## config.mk

```make
export PLATFORM = sky130hd
export DESIGN_NAME = output_fm_buffer
export DESIGN_NICKNAME = d
export VERILOG_FILES = /design/src/fm_pkg.sv /design/src/dp_ram.sv /design/src/fm_buffer_ctrl.sv /design/src/output_fm_bank.sv /design/src/output_fm_buffer.sv /design/src/psum_accumulator.sv /design/src/seq_addr_counter.sv
export SDC_FILE = /design/constraint.sdc
export NUM_CORES = 2
export LEC_CHECK = 0
export ABC_AREA = 1
export ABC_CLOCK_PERIOD_IN_PS = 7600
export BUFFER_PORTS_ARGS = -buffer_cell sky130_fd_sc_hd__buf_2
export CAP_MARGIN = 25
export CORE_MARGIN = 2
export CORE_UTILIZATION = 44
export CTS_CLUSTER_SIZE = 14
export DETAILED_ROUTE_END_ITERATION = 10
export MAX_ROUTING_LAYER = met4
export SYNTH_ARGS = -nofsm -noshare
export SYNTH_HDL_FRONTEND = slang
export SYNTH_SLANG_ARGS = --single-unit
```

## constraint.sdc

```tcl
create_clock -name clk -period 7.6 [get_ports clk]
set_input_delay 2.28 -clock clk [delete_from_list [all_inputs] [get_ports clk]]
set_output_delay 2.28 -clock clk [all_outputs]
set_load 0.02 [all_outputs]
```

## src/fm_pkg.sv

```systemverilog
// ##########################################################
// output feature map buffer shared definitions
// tile sizes, widths, command and state enums, stream structs
// ##########################################################
package fm_pkg;

    localparam int DW = 16;                     // data word width
    localparam int TN = 4;                      // tile channels
    localparam int TR = 4;                      // tile rows
    localparam int TC = 4;                      // tile columns
    localparam int Y  = 2;                      // number of banks

    // each bank keeps TN/Y whole channels
    localparam int BANK_WORDS = (TN / Y) * TR * TC;
    localparam int TILE_WORDS = TN * TR * TC;
    localparam int AW = $clog2(BANK_WORDS);     // bank address width
    localparam int BW = $clog2(Y);              // bank index width

    // host commands
    typedef enum logic [1:0] {
        CMD_LOAD    = 2'd0,   // stream in initial tile (bias)
        CMD_COMPUTE = 2'd1,   // accumulate partial sums
        CMD_STORE   = 2'd2    // stream tile out
    } cmd_t;

    typedef enum logic [2:0] {
        ST_IDLE,
        ST_LOAD,
        ST_COMPUTE,
        ST_STORE,
        ST_DRAIN              // one cycle after last store word
    } ctrl_state_t;

    // one partial-sum beat, 23 bits
    typedef struct packed {
        logic [BW-1:0] bank;
        logic [AW-1:0] addr;
        logic [DW-1:0] data;
        logic          last;  // final beat of the compute pass
    } psum_t;

    // internal read port of one bank
    typedef struct packed {
        logic [AW-1:0] addr;
        logic          ena;
    } bank_rd_t;

    // internal write port of one bank
    typedef struct packed {
        logic [AW-1:0] addr;
        logic [DW-1:0] data;
        logic          ena;
    } bank_wr_t;

endpackage

```

## src/dp_ram.sv

```systemverilog
// ##########################################################
// one-write one-read RAM, registered read data
// ##########################################################
`timescale 1ns/1ps

module dp_ram
    import fm_pkg::*;
(
    input  logic          clk,
    input  logic [AW-1:0] wr_addr,
    input  logic [DW-1:0] wr_data,
    input  logic          wr_ena,
    input  logic [AW-1:0] rd_addr,
    output logic [DW-1:0] rd_data
);

    logic [DW-1:0] mem [BANK_WORDS];

    // same-cycle read of the write address sees the old word
    always_ff @(posedge clk) begin
        if (wr_ena) begin
            mem[wr_addr] <= wr_data;
        end
        rd_data <= mem[rd_addr];    // read every cycle
    end

endmodule

```

## src/fm_buffer_ctrl.sv

```systemverilog
// ##########################################################
// buffer command sequencer, steers load/compute/store streams
// keeps the store output word under back-pressure
// ##########################################################
`timescale 1ns/1ps

module fm_buffer_ctrl
    import fm_pkg::*;
(
    input  logic                 clk,
    input  logic                 reset,
    input  cmd_t                 cmd,
    input  logic                 cmd_valid,
    output logic                 cmd_ready,
    input  logic                 ld_valid,
    output logic                 ld_ready,
    output logic [Y-1:0]         bank_wr_ena,
    output logic [Y-1:0]         bank_rd_ena,
    input  logic [Y-1:0][DW-1:0] bank_rd_data,
    output logic                 computing,
    input  logic                 acc_done,
    output logic [DW-1:0]        st_data,
    output logic                 st_valid,
    input  logic                 st_ready,
    output logic                 busy
);

    ctrl_state_t      state;
    logic [AW+BW-1:0] beat_cnt;    // tile beat, wraps back to 0 after a pass
    logic [BW-1:0]    beat_bank;
    logic             cmd_fire;
    logic             ld_fire;
    logic             out_free;    // word arriving next cycle has room
    logic             rd_go;
    logic             rd_done;     // every address issued
    logic             rd_pend;     // RAM word arrives this cycle
    logic [BW-1:0]    pend_bank;
    logic             take;

    assign cmd_ready = (state == ST_IDLE);
    assign busy      = (state != ST_IDLE);
    assign ld_ready  = (state == ST_LOAD);
    assign computing = (state == ST_COMPUTE);

    assign cmd_fire  = cmd_valid & cmd_ready;
    assign ld_fire   = ld_valid & ld_ready;
    assign beat_bank = beat_cnt[AW +: BW];    // upper bits pick the bank
    assign take      = st_valid & st_ready;

    // nothing in flight and the held word empty or leaving
    assign out_free = ~rd_pend & (~st_valid | st_ready);
    assign rd_go    = (cmd_fire && cmd == CMD_STORE) ||
                      (state == ST_STORE && !rd_done && out_free);

    always_comb begin
        for (int b = 0; b < Y; b++) begin
            bank_wr_ena[b] = ld_fire && (beat_bank == BW'(b));
            bank_rd_ena[b] = rd_go && (beat_bank == BW'(b));
        end
    end

    always_ff @(posedge clk) begin
        if (reset) begin
            state    <= ST_IDLE;
            beat_cnt <= '0;
            rd_done  <= 1'b0;
            rd_pend  <= 1'b0;
            st_valid <= 1'b0;
        end else begin
            if (ld_fire || rd_go) begin
                beat_cnt <= beat_cnt + 1'b1;
            end
            if (rd_go && beat_cnt == (AW+BW)'(TILE_WORDS - 1)) begin
                rd_done <= 1'b1;
            end
            rd_pend <= rd_go;
            if (rd_pend) begin
                st_valid <= 1'b1;      // fresh RAM word fills the register
            end else if (take) begin
                st_valid <= 1'b0;
            end
            case (state)
                ST_IDLE: begin
                    if (cmd_fire) begin
                        case (cmd)
                            CMD_LOAD:    state <= ST_LOAD;
                            CMD_COMPUTE: state <= ST_COMPUTE;
                            CMD_STORE:   state <= ST_STORE;
                            default:     state <= ST_IDLE;   // unused code
                        endcase
                    end
                end
                ST_LOAD: begin
                    if (ld_fire && beat_cnt == (AW+BW)'(TILE_WORDS - 1)) begin
                        state <= ST_IDLE;
                    end
                end
                ST_COMPUTE: begin
                    if (acc_done) begin
                        state <= ST_IDLE;
                    end
                end
                ST_STORE: begin
                    if (rd_done && !rd_pend && take) begin
                        state <= ST_DRAIN;    // final word just left
                    end
                end
                ST_DRAIN: begin
                    rd_done <= 1'b0;
                    state   <= ST_IDLE;
                end
                default: state <= ST_IDLE;
            endcase
        end
    end

    always_ff @(posedge clk) begin
        pend_bank <= beat_bank;
        if (rd_pend) begin
            st_data <= bank_rd_data[pend_bank];
        end
    end

endmodule

```

## src/output_fm_bank.sv

```systemverilog
// ##########################################################
// one output feature map bank, TN/Y channels per bank
// sequential load/store addressing, internal ports in compute
// ##########################################################
`timescale 1ns/1ps

module output_fm_bank
    import fm_pkg::*;
(
    input  logic          clk,
    input  logic          reset,
    input  logic [DW-1:0] wr_data,
    input  logic          wr_ena,
    input  logic          rd_ena,
    output logic [DW-1:0] rd_data,
    input  logic          computing,
    input  bank_rd_t      inter_rd,
    input  bank_wr_t      inter_wr,
    output logic [DW-1:0] inter_rd_data
);

    logic [DW-1:0] wr_data_q;      // load data, one cycle late
    logic          wr_ena_q;
    logic [AW-1:0] ld_addr;
    logic [AW-1:0] st_addr;
    logic [AW-1:0] ram_wr_addr;
    logic [DW-1:0] ram_wr_data;
    logic          ram_wr_ena;
    logic [AW-1:0] ram_rd_addr;
    logic [DW-1:0] ram_q;

    always_ff @(posedge clk) begin
        if (reset) begin
            wr_ena_q <= 1'b0;
        end else begin
            wr_ena_q <= wr_ena;
        end
    end

    always_ff @(posedge clk) begin
        wr_data_q <= wr_data;
    end

    // advances after each registered write, so beat 0 lands at 0
    seq_addr_counter ld_counter (
        .clk   (clk),
        .reset (reset),
        .ena   (wr_ena_q),
        .cnt   (ld_addr),
        .last  ()
    );

    // current address is read in the rd_ena cycle
    seq_addr_counter st_counter (
        .clk   (clk),
        .reset (reset),
        .ena   (rd_ena),
        .cnt   (st_addr),
        .last  ()
    );

    // accumulator owns the RAM while computing
    always_comb begin
        if (computing) begin
            ram_wr_addr = inter_wr.addr;
            ram_wr_data = inter_wr.data;
            ram_wr_ena  = inter_wr.ena;
        end else begin
            ram_wr_addr = ld_addr;
            ram_wr_data = wr_data_q;
            ram_wr_ena  = wr_ena_q;
        end
        ram_rd_addr = (computing && inter_rd.ena) ? inter_rd.addr : st_addr;
    end

    dp_ram ram (
        .clk     (clk),
        .wr_addr (ram_wr_addr),
        .wr_data (ram_wr_data),
        .wr_ena  (ram_wr_ena),
        .rd_addr (ram_rd_addr),
        .rd_data (ram_q)
    );

    assign rd_data       = ram_q;   // store path
    assign inter_rd_data = ram_q;   // accumulator path

endmodule

```

## src/output_fm_buffer.sv

```systemverilog
// ##########################################################
// output feature map buffer top, Y banks of one output tile
// ##########################################################
`timescale 1ns/1ps

module output_fm_buffer
    import fm_pkg::*;
(
    input  logic          clk,
    input  logic          reset,
    input  cmd_t          cmd,
    input  logic          cmd_valid,
    output logic          cmd_ready,
    input  logic [DW-1:0] ld_data,
    input  logic          ld_valid,
    output logic          ld_ready,
    input  psum_t         psum,
    input  logic          psum_valid,
    output logic          psum_ready,
    output logic [DW-1:0] st_data,
    output logic          st_valid,
    input  logic          st_ready,
    output logic          busy
);

    logic [Y-1:0]         bank_wr_ena;
    logic [Y-1:0]         bank_rd_ena;
    logic [Y-1:0][DW-1:0] st_rd_data;     // bank words toward store
    logic [Y-1:0][DW-1:0] acc_rd_data;    // bank words toward accumulator
    bank_rd_t [Y-1:0]     bank_rd;
    bank_wr_t [Y-1:0]     bank_wr;
    logic                 computing;
    logic                 acc_done;

    fm_buffer_ctrl ctrl (
        .clk          (clk),
        .reset        (reset),
        .cmd          (cmd),
        .cmd_valid    (cmd_valid),
        .cmd_ready    (cmd_ready),
        .ld_valid     (ld_valid),
        .ld_ready     (ld_ready),
        .bank_wr_ena  (bank_wr_ena),
        .bank_rd_ena  (bank_rd_ena),
        .bank_rd_data (st_rd_data),
        .computing    (computing),
        .acc_done     (acc_done),
        .st_data      (st_data),
        .st_valid     (st_valid),
        .st_ready     (st_ready),
        .busy         (busy)
    );

    psum_accumulator acc (
        .clk             (clk),
        .reset           (reset),
        .ena             (computing),
        .psum            (psum),
        .psum_valid      (psum_valid),
        .psum_ready      (psum_ready),
        .bank_rd         (bank_rd),
        .bank_rd_data    (acc_rd_data),
        .bank_wr         (bank_wr),
        .idle_after_last (acc_done)
    );

    // ld_data goes to every bank, only the enabled one keeps it
    for (genvar b = 0; b < Y; b++) begin : g_bank
        output_fm_bank bank (
            .clk           (clk),
            .reset         (reset),
            .wr_data       (ld_data),
            .wr_ena        (bank_wr_ena[b]),
            .rd_ena        (bank_rd_ena[b]),
            .rd_data       (st_rd_data[b]),
            .computing     (computing),
            .inter_rd      (bank_rd[b]),
            .inter_wr      (bank_wr[b]),
            .inter_rd_data (acc_rd_data[b])
        );
    end

endmodule

```

## src/psum_accumulator.sv

```systemverilog
// ##########################################################
// partial-sum accumulator, read-add-write in two stages
// forwards the previous sum on back-to-back address hits
// ##########################################################
`timescale 1ns/1ps

module psum_accumulator
    import fm_pkg::*;
(
    input  logic                 clk,
    input  logic                 reset,
    input  logic                 ena,             // high during compute
    input  psum_t                psum,
    input  logic                 psum_valid,
    output logic                 psum_ready,
    output bank_rd_t [Y-1:0]     bank_rd,
    input  logic [Y-1:0][DW-1:0] bank_rd_data,
    output bank_wr_t [Y-1:0]     bank_wr,
    output logic                 idle_after_last
);

    logic          accept;
    psum_t         s2_q;          // beat waiting for its RAM word
    logic          s2_vld;
    logic          fwd_vld;       // a write happened last cycle
    logic [BW-1:0] fwd_bank;
    logic [AW-1:0] fwd_addr;
    logic [DW-1:0] fwd_sum;
    logic          hit;
    logic [DW-1:0] base;
    logic [DW-1:0] sum;

    // never stalls, so ready only depends on the enable
    assign psum_ready = ena;
    assign accept     = psum_valid & psum_ready;

    // stage 1 read request to the addressed bank
    always_comb begin
        for (int b = 0; b < Y; b++) begin
            bank_rd[b].addr = psum.addr;
            bank_rd[b].ena  = accept && (psum.bank == BW'(b));
        end
    end

    // stage 2, RAM word is stale if the previous beat wrote the same place
    assign hit  = fwd_vld && (fwd_bank == s2_q.bank) && (fwd_addr == s2_q.addr);
    assign base = hit ? fwd_sum : bank_rd_data[s2_q.bank];
    assign sum  = base + s2_q.data;                      // wraps at DW

    always_comb begin
        for (int b = 0; b < Y; b++) begin
            bank_wr[b].addr = s2_q.addr;
            bank_wr[b].data = sum;
            bank_wr[b].ena  = s2_vld && (s2_q.bank == BW'(b));
        end
    end

    always_ff @(posedge clk) begin
        if (reset) begin
            s2_vld          <= 1'b0;
            fwd_vld         <= 1'b0;
            idle_after_last <= 1'b0;
        end else begin
            s2_vld          <= accept;
            fwd_vld         <= s2_vld;
            idle_after_last <= s2_vld & s2_q.last;    // last sum now in RAM
        end
    end

    always_ff @(posedge clk) begin
        s2_q     <= psum;
        fwd_bank <= s2_q.bank;
        fwd_addr <= s2_q.addr;
        fwd_sum  <= sum;
    end

endmodule

```

## src/seq_addr_counter.sv

```systemverilog
// ##########################################################
// sequential bank address counter, wraps at bank capacity
// ##########################################################
`timescale 1ns/1ps

module seq_addr_counter
    import fm_pkg::*;
(
    input  logic          clk,
    input  logic          reset,
    input  logic          ena,
    output logic [AW-1:0] cnt,
    output logic          last
);

    assign last = (cnt == AW'(BANK_WORDS - 1));   // sitting on final address

    always_ff @(posedge clk) begin
        if (reset) begin
            cnt <= '0;
        end else if (ena) begin
            if (last) begin
                cnt <= '0;                        // wrap so next pass starts at 0
            end else begin
                cnt <= cnt + 1'b1;
            end
        end
    end

endmodule

```

# Yosys cells after proc, flatten, opt, wreduce, memory -nomap -nowiden
# Memories as Yosys holds them, arrays and structs flattened. A register that Yosys moved wholly into a read port is not among the register bits.
# Cells that the tools add are included.
word_totals:
  memories: 2
  word_cells: 120
  romBits: 0
  ram_bits: 1024
  ff_bits: 115
  latchBits: 0
  inputBits: 47
  output_inout_bits: 21
classes:
  magnitude_cmp: 2
  reduce_logical: 29
  div: 0
  shift: 0
  mul: 0
  n_eq_ne: 17
  bitwise: 12
  muxes: 28
  add_sub_neg: 6
memory_table:
  columns: ["name", "depth", "width", "read_ports", "rd_clocked_by_memory_dff", "wr", "line", "text"]
  rows:
  - ["g_bank[0].bank.ram.mem", 32, 16, 1, 1, 1, "dp_ram.sv:17", "logic [DW-1:0] mem [BANK_WORDS];"]
  - ["g_bank[1].bank.ram.mem", 32, 16, 1, 1, 1, "dp_ram.sv:17", null]
op_table:
  columns: ["cell", "count"]
  rows:
  - ["$mux W16", 6]
  - ["$mux W5", 8]
  - ["$add A5 B1 Y5 const B", 4]
  - ["$eq A5 B5 Y1 const B", 4]
  - ["$logic_and A1 B1 Y1", 19]
  - ["$add A16 B16 Y16", 1]
  - ["$mux W3", 4]
  - ["$pmux W3 S4", 1]
  - ["$mux W1", 8]
  - ["$ne A2 B2 Y1 const B", 4]
  - ["$add A6 B1 Y6 const B", 1]
  - ["$and A1 B1 Y1", 6]
  - ["$eq A3 B2 Y1 const B", 2]
  - ["$eq A6 B6 Y1 const B", 1]
  - ["$pmux W2 S3", 1]
  - ["$eq A5 B5 Y1", 1]
  - ["$not A1 Y1", 5]
  - ["$lt A1 B2 Y1 const B", 2]
  - ["$reduce_and A4 Y1", 1]
  - ["$eq A3 B1 Y1 const B", 1]
  - ["$eq A3 B3 Y1 const B", 1]
  - ["$logic_not A3 Y1", 1]
  - ["$reduce_bool A3 Y1", 1]
  - ["$eq A2 B1 Y1 const B", 1]
  - ["8 further kinds", 10]

# Depth between registers and ports, before layout
logic_depth:
  depth_word: 6
  depth_mapped: 21
  ltp_nobuf: 19

# Hierarchy
# From an unflattened synthesis, not the netlist that was laid out.
unflattened:
  hier_cells: 4431
  area_unflattened_um2: 49348.6
modules_own_cells:
  columns: ["module", "seq_area_each_um2", "area_per_inst_um2", "n_inst", "cells_each"]
  rows:
  - ["dp_ram", 15695.1, 21301.7, 2, 1794]
  - ["psum_accumulator", 960.9, 2690.1, 1, 334]
  - ["output_fm_bank", 340.3, 837.1, 2, 122]
  - ["fm_buffer_ctrl", 740.7, 1465.2, 1, 145]
  - ["seq_addr_counter", 100.1, 229.0, 4, 30]

# Least setup slack after synthesis
# Ideal clock, no wire load.
synth_timing:
  path_kind: "reg-to-reg"
  from: "register acc.s2_q[22] in the netlist's numbering"
  to: "memory g_bank[0].bank.ram.mem[0][1], data pin"
  t_required_ns: 6.898
  synth_period_minus_slack_ns: 5.451
  setup_ns: 0.702
  slack_ns: 2.149
  stages_incl_launch_ff: 14
  arrival_time_ns: 4.749
  path_buffers: 2
  cell_sequence: "dfxtp_1 -> buf_2 -> clkinv_1 -> nand2_1 -> o21ai_0 -> nor3_1 -> nand2_1 -> clkbuf_1 -> nor2_1 -> a31oi_1 -> ha_1 -> inv_1 -> fa_1 -> o21ai_0"
synth_via:
  elab_chain_cells: 6
  elab_cells_between_ends: 8
  classes_between: "add/sub (1); eq/ne (1); mux (4); reduce/logical (2)"
synth_lines:
  columns: ["element", "line", "text"]
  rows:
  - ["start, declared", "psum_accumulator.sv:23", "psum_t s2_q;"]
  - ["start signal, assigned", "psum_accumulator.sv:71", "s2_q <= psum;"]
  - ["$eq A1 B1 Y1", "psum_accumulator.sv:46", "assign hit = fwd_vld && (fwd_bank == s2_q.bank) && (fwd_addr == s2_q.addr);"]
  - ["$logic_and A1 B1 Y1 (2 in a row)", "psum_accumulator.sv:46", null]
  - ["$mux W16 *", "psum_accumulator.sv:47", "assign base = hit ? fwd_sum : bank_rd_data[s2_q.bank];"]
  - ["$add A16 B16 Y16 *", "psum_accumulator.sv:48", "assign sum = base + s2_q.data;"]
  - ["$mux W16 *", null, null]
  - ["net g_bank[0].bank.ram.wr_data[1]", "dp_ram.sv:11", "input logic [DW-1:0] wr_data,"]
  - ["end, declared", "dp_ram.sv:17", null]
# Mark *: on every way through the listed nets, which the timed path passes. The rest lies on a longest branch. The select of a mux whose other input is x is not followed.

==> flow_summary.json <==
{
  "required_ns": 8.07,
  "drt_iter0_drc": 3743,
  "die_w_um": 345.4,
  "io_buffers": 67,
  "cts_htree_levels": 3,
  "synth_ff_type": "edfxtp_1",
  "holdBufCountCts": 0,
  "finalMaxSlewViolations": 0,
  "slew_headroom_pct": 29.10,
  "setup_tns_ns": 0,
  "post_cts_buffers": 0,
  "grt_pass1_wl_mm": 208.5,
  "wire_per_inst_um": 20.28,
  "ys_types": 43,
  "tritoncts": "done",
  "fill_cells": 10340,
  "final_area_um2": 57570,
  "timing.fmax_mhz": 176.1,
  "hold_path.class": "flop to flop",
  "leakagePower_nw": 24.68,
  "tightestPinTransition_ns": 1.062,
  "reg2reg_slack_ns": 1.92,
  "period_needed_ns": 5.678,
  "gp_congestion": 0.8822,
  "vias": 35630,
  "synth_edf_count": 1040,
  "coreArea_um2": 115900,
  "outcome": "finished, final reports clean",
  "crit_path_end_kind": "flop",
  "cts_resized": 0,
  "die_y_um": 345.4,
  "arrival_ns": 6.15,
  "grt_setup_unrepaired": "no",
  "path_max_fanout": 33,
  "die_area_um2": 119300,
  "routed_wl_mm": 138.7,
  "synth-seq-cells": 1171,
  "area_delta_synth_final_pct": 12.23,
  "power_density_nw_per_um2": 246.9,
  "hold_viol_final": 0,
  "grt_overflow_total": 0,
  "grt_usage_pct": 23.67,
  "first_global_vias": 33000,
  "insertion_delay_ns": 0.72,
  "drc_errors": 0,
  "setup-violations-final": 0,
  "post-place-ws_ns": 1.588,
  "place_hpwl_mm": 77.16,
  "drive_gt1_share_pct": 7.817,
  "max-vdd-ir-drop_mv": 0.1818,
  "critPathKind": "flop to flop",
  "yosysMostFrequentCell": "nand3_1",
  "cts.sinks": 1171,
  "firstDrtPassIters": 7,
  "nNetsFinal": 5280,
  "async_flop_share_pct": 0,
  "syn_area_um2": 51290,
  "ant_nets": 0,
  "skew_ns": 0.02162,
  "cts.clk_slew.worst_paths_ns": 0.07,
  "synth_top_area_cell": "edfxtp_1",
  "cts_made_buffers": 121,
  "syn_avg_cell_area_um2": 9.952,
  "setup_ws_ns": 1.922,
  "row_count": 125,
  "dpl_cell_area_um2": 53570,
  "synthTopCellsByArea": "edfxtp_1 (61%), nand3_1 (11%), nand2_1 (8.2%), inv_1 (8.2%), dfxtp_1 (5.1%)",
  "yosys.area.top_type_share_pct": 60.88,
  "avgViaCountPerCell": 5.207,
  "postLayoutCoreUtil_pct": 49.67,
  "grt_start_max_net_pins": 129,
  "finalCritPeriodShare_pct": 74.71,
  "synth_commonest_cells": "nand3_1 (1165), nand2_1 (1123), inv_1 (1114)",
  "root_buffer": "clkbuf_16",
  "maxCapViolations": 0,
  "start_util_pct": 44.26,
  "start_kind": "flop",
  "clockBufferDepth": 3,
  "ys_warn_count": 0,
  "ioPinCount": 68,
  "seq_area_frac_synth_pct": 66.00,
  "netlist_instances": 5154,
  "holdWs_ns": 0.4019,
  "grt_antenna_before_repair": 7,
  "synthesis.nets": 5230
}
## registers in the layout, indices dropped and copies added, names as in the netlist
register and flops:
g_bank.bank.wr_data_q 16, g_bank.bank.ld_counter.cnt 10, acc.s2_q 18, g_bank.bank.ram.rd_data 32
ctrl.rd_pend 1, acc.idle_after_last 1, ctrl.pend_bank 1, g_bank.bank.ram.mem 1024
ctrl.rd_done 1, acc.fwd_addr 5, ctrl.state 3, ctrl.st_data 16
ctrl.st_valid 1, ctrl.beat_cnt 6, acc.fwd_bank 1, g_bank.bank.wr_ena_q 2
acc.s2_vld 1, acc.fwd_sum 16, acc.bank_wr 5, acc.fwd_vld 1
g_bank.bank.st_counter.cnt 10
## cell usage in the layout (no fill, tap or decap), types with 37 or more instances in the layout
cell type | Yosys | final
buf_2 | 112 | 67
buf_4 | 22 | 86
o21ai_0 | 41 | 40
nor2_1 | 110 | 95
inv_1 | 1114 | 1113
clkbuf_1 | 82 | 37
nand2_1 | 1123 | 1108
nand3_1 | 1165 | 1165
dfxtp_1 | 131 | 131
edfxtp_1 | 1040 | 1040
clkbuf_16 | 0 | 130
## area by class of cell
type                       instances  area (um2)  share of cell area (%)
sequential                      1171       33850                   58.80
multi-input combinational       2617       12360                   21.46
timing repair buffer             172        1338                   2.323
inverter                        1121        4213                   7.318
antenna                            9       22.52                 0.03912
tap                             1524        1907                   3.312
clock inverter                    48       310.3                  0.5390
clock buffer                     180        3571                   6.203
## cells by family after synthesis
group                      Yosys count  share of synthesized area, %
AOI/OAI and AO/OA                  108                         1.166
xor gates and xnor gates            15                        0.2561
and+or+nand+nor                   2451                         21.11
adders and majority gates           29                        0.7220
muxes                               14                        0.3073
buffers and inverters             1366                         10.44
DFF                               1171                         66.00
## critical path, cell delays in order, from the launching register on
cell and delay, ns:
dfxtp_1 0.80, clkinv_1 0.74, o21ai_0 0.42, nor3_1 0.12, nand2_1 0.20, buf_16 0.21, nor2_1 0.05, a31oi_1 0.17
ha_1 0.19, inv_1 0.07, fa_1 0.45, inv_1 0.10, nand2_1 0.06, o21a_1 0.19, o21ai_0 0.26, xor2_1 0.22
nand2_1 0.09, nand2_2 0.60, buf_4 0.48
## routing by layer
| layer | share of wire, % | global-route usage (%) | vias to the layer above | wire length [um] |
|---|---|---|---|---|
| met3 | 7.3 | 2.861 | 224 | 10100 |
| li1 | - | - | 16840 | - |
| met1 | 44 | 33.17 | 17160 | 61220 |
| met5 | 0 | - | - | 0 |
| met4 | 2.7 | 7.340 | 0 | 3763 |
| met2 | 46 | 36.17 | 1410 | 63670 |
## stage by stage
| step | cells | total power, W |
|---|---|---|
| finish | 6842 | 0.01422 |
| global route | 6838 | 0.01467 |
| CTS | 6827 | 0.01429 |
| detailed placement | 6599 | 0.008566 |
| global placement | 6596 | 0.008555 |
| floorplan | 5154 | 0.008078 |
## power by group
| group | leakage (nW) | total, W | internal, W | switching, W |
|---|---|---|---|---|
| Sequential | 10.4 | 0.00730 | 0.00724 | 0.0000609 |
| Clock | 1.90 | 0.00578 | 0.00333 | 0.00245 |
| Combinational | 12.3 | 0.00114 | 0.000269 | 0.000869 |
## final timing paths
kind,start,end,cells after the start
setup / recovery,acc.s2_q[22]$_DFF_P_,g_bank[1].bank.ram.mem[3][6]$_DFFE_PP_,18
hold / removal,acc.bank_wr[21]$_DFF_P_,acc.fwd_addr[4]$_DFF_P_,0
setup reg to reg,acc.s2_q[22]$_DFF_P_,g_bank[1].bank.ram.mem[3][6]$_DFFE_PP_,18
hold reg to reg,acc.bank_wr[21]$_DFF_P_,acc.fwd_addr[4]$_DFF_P_,0
(Power assumes the default switching activity.)
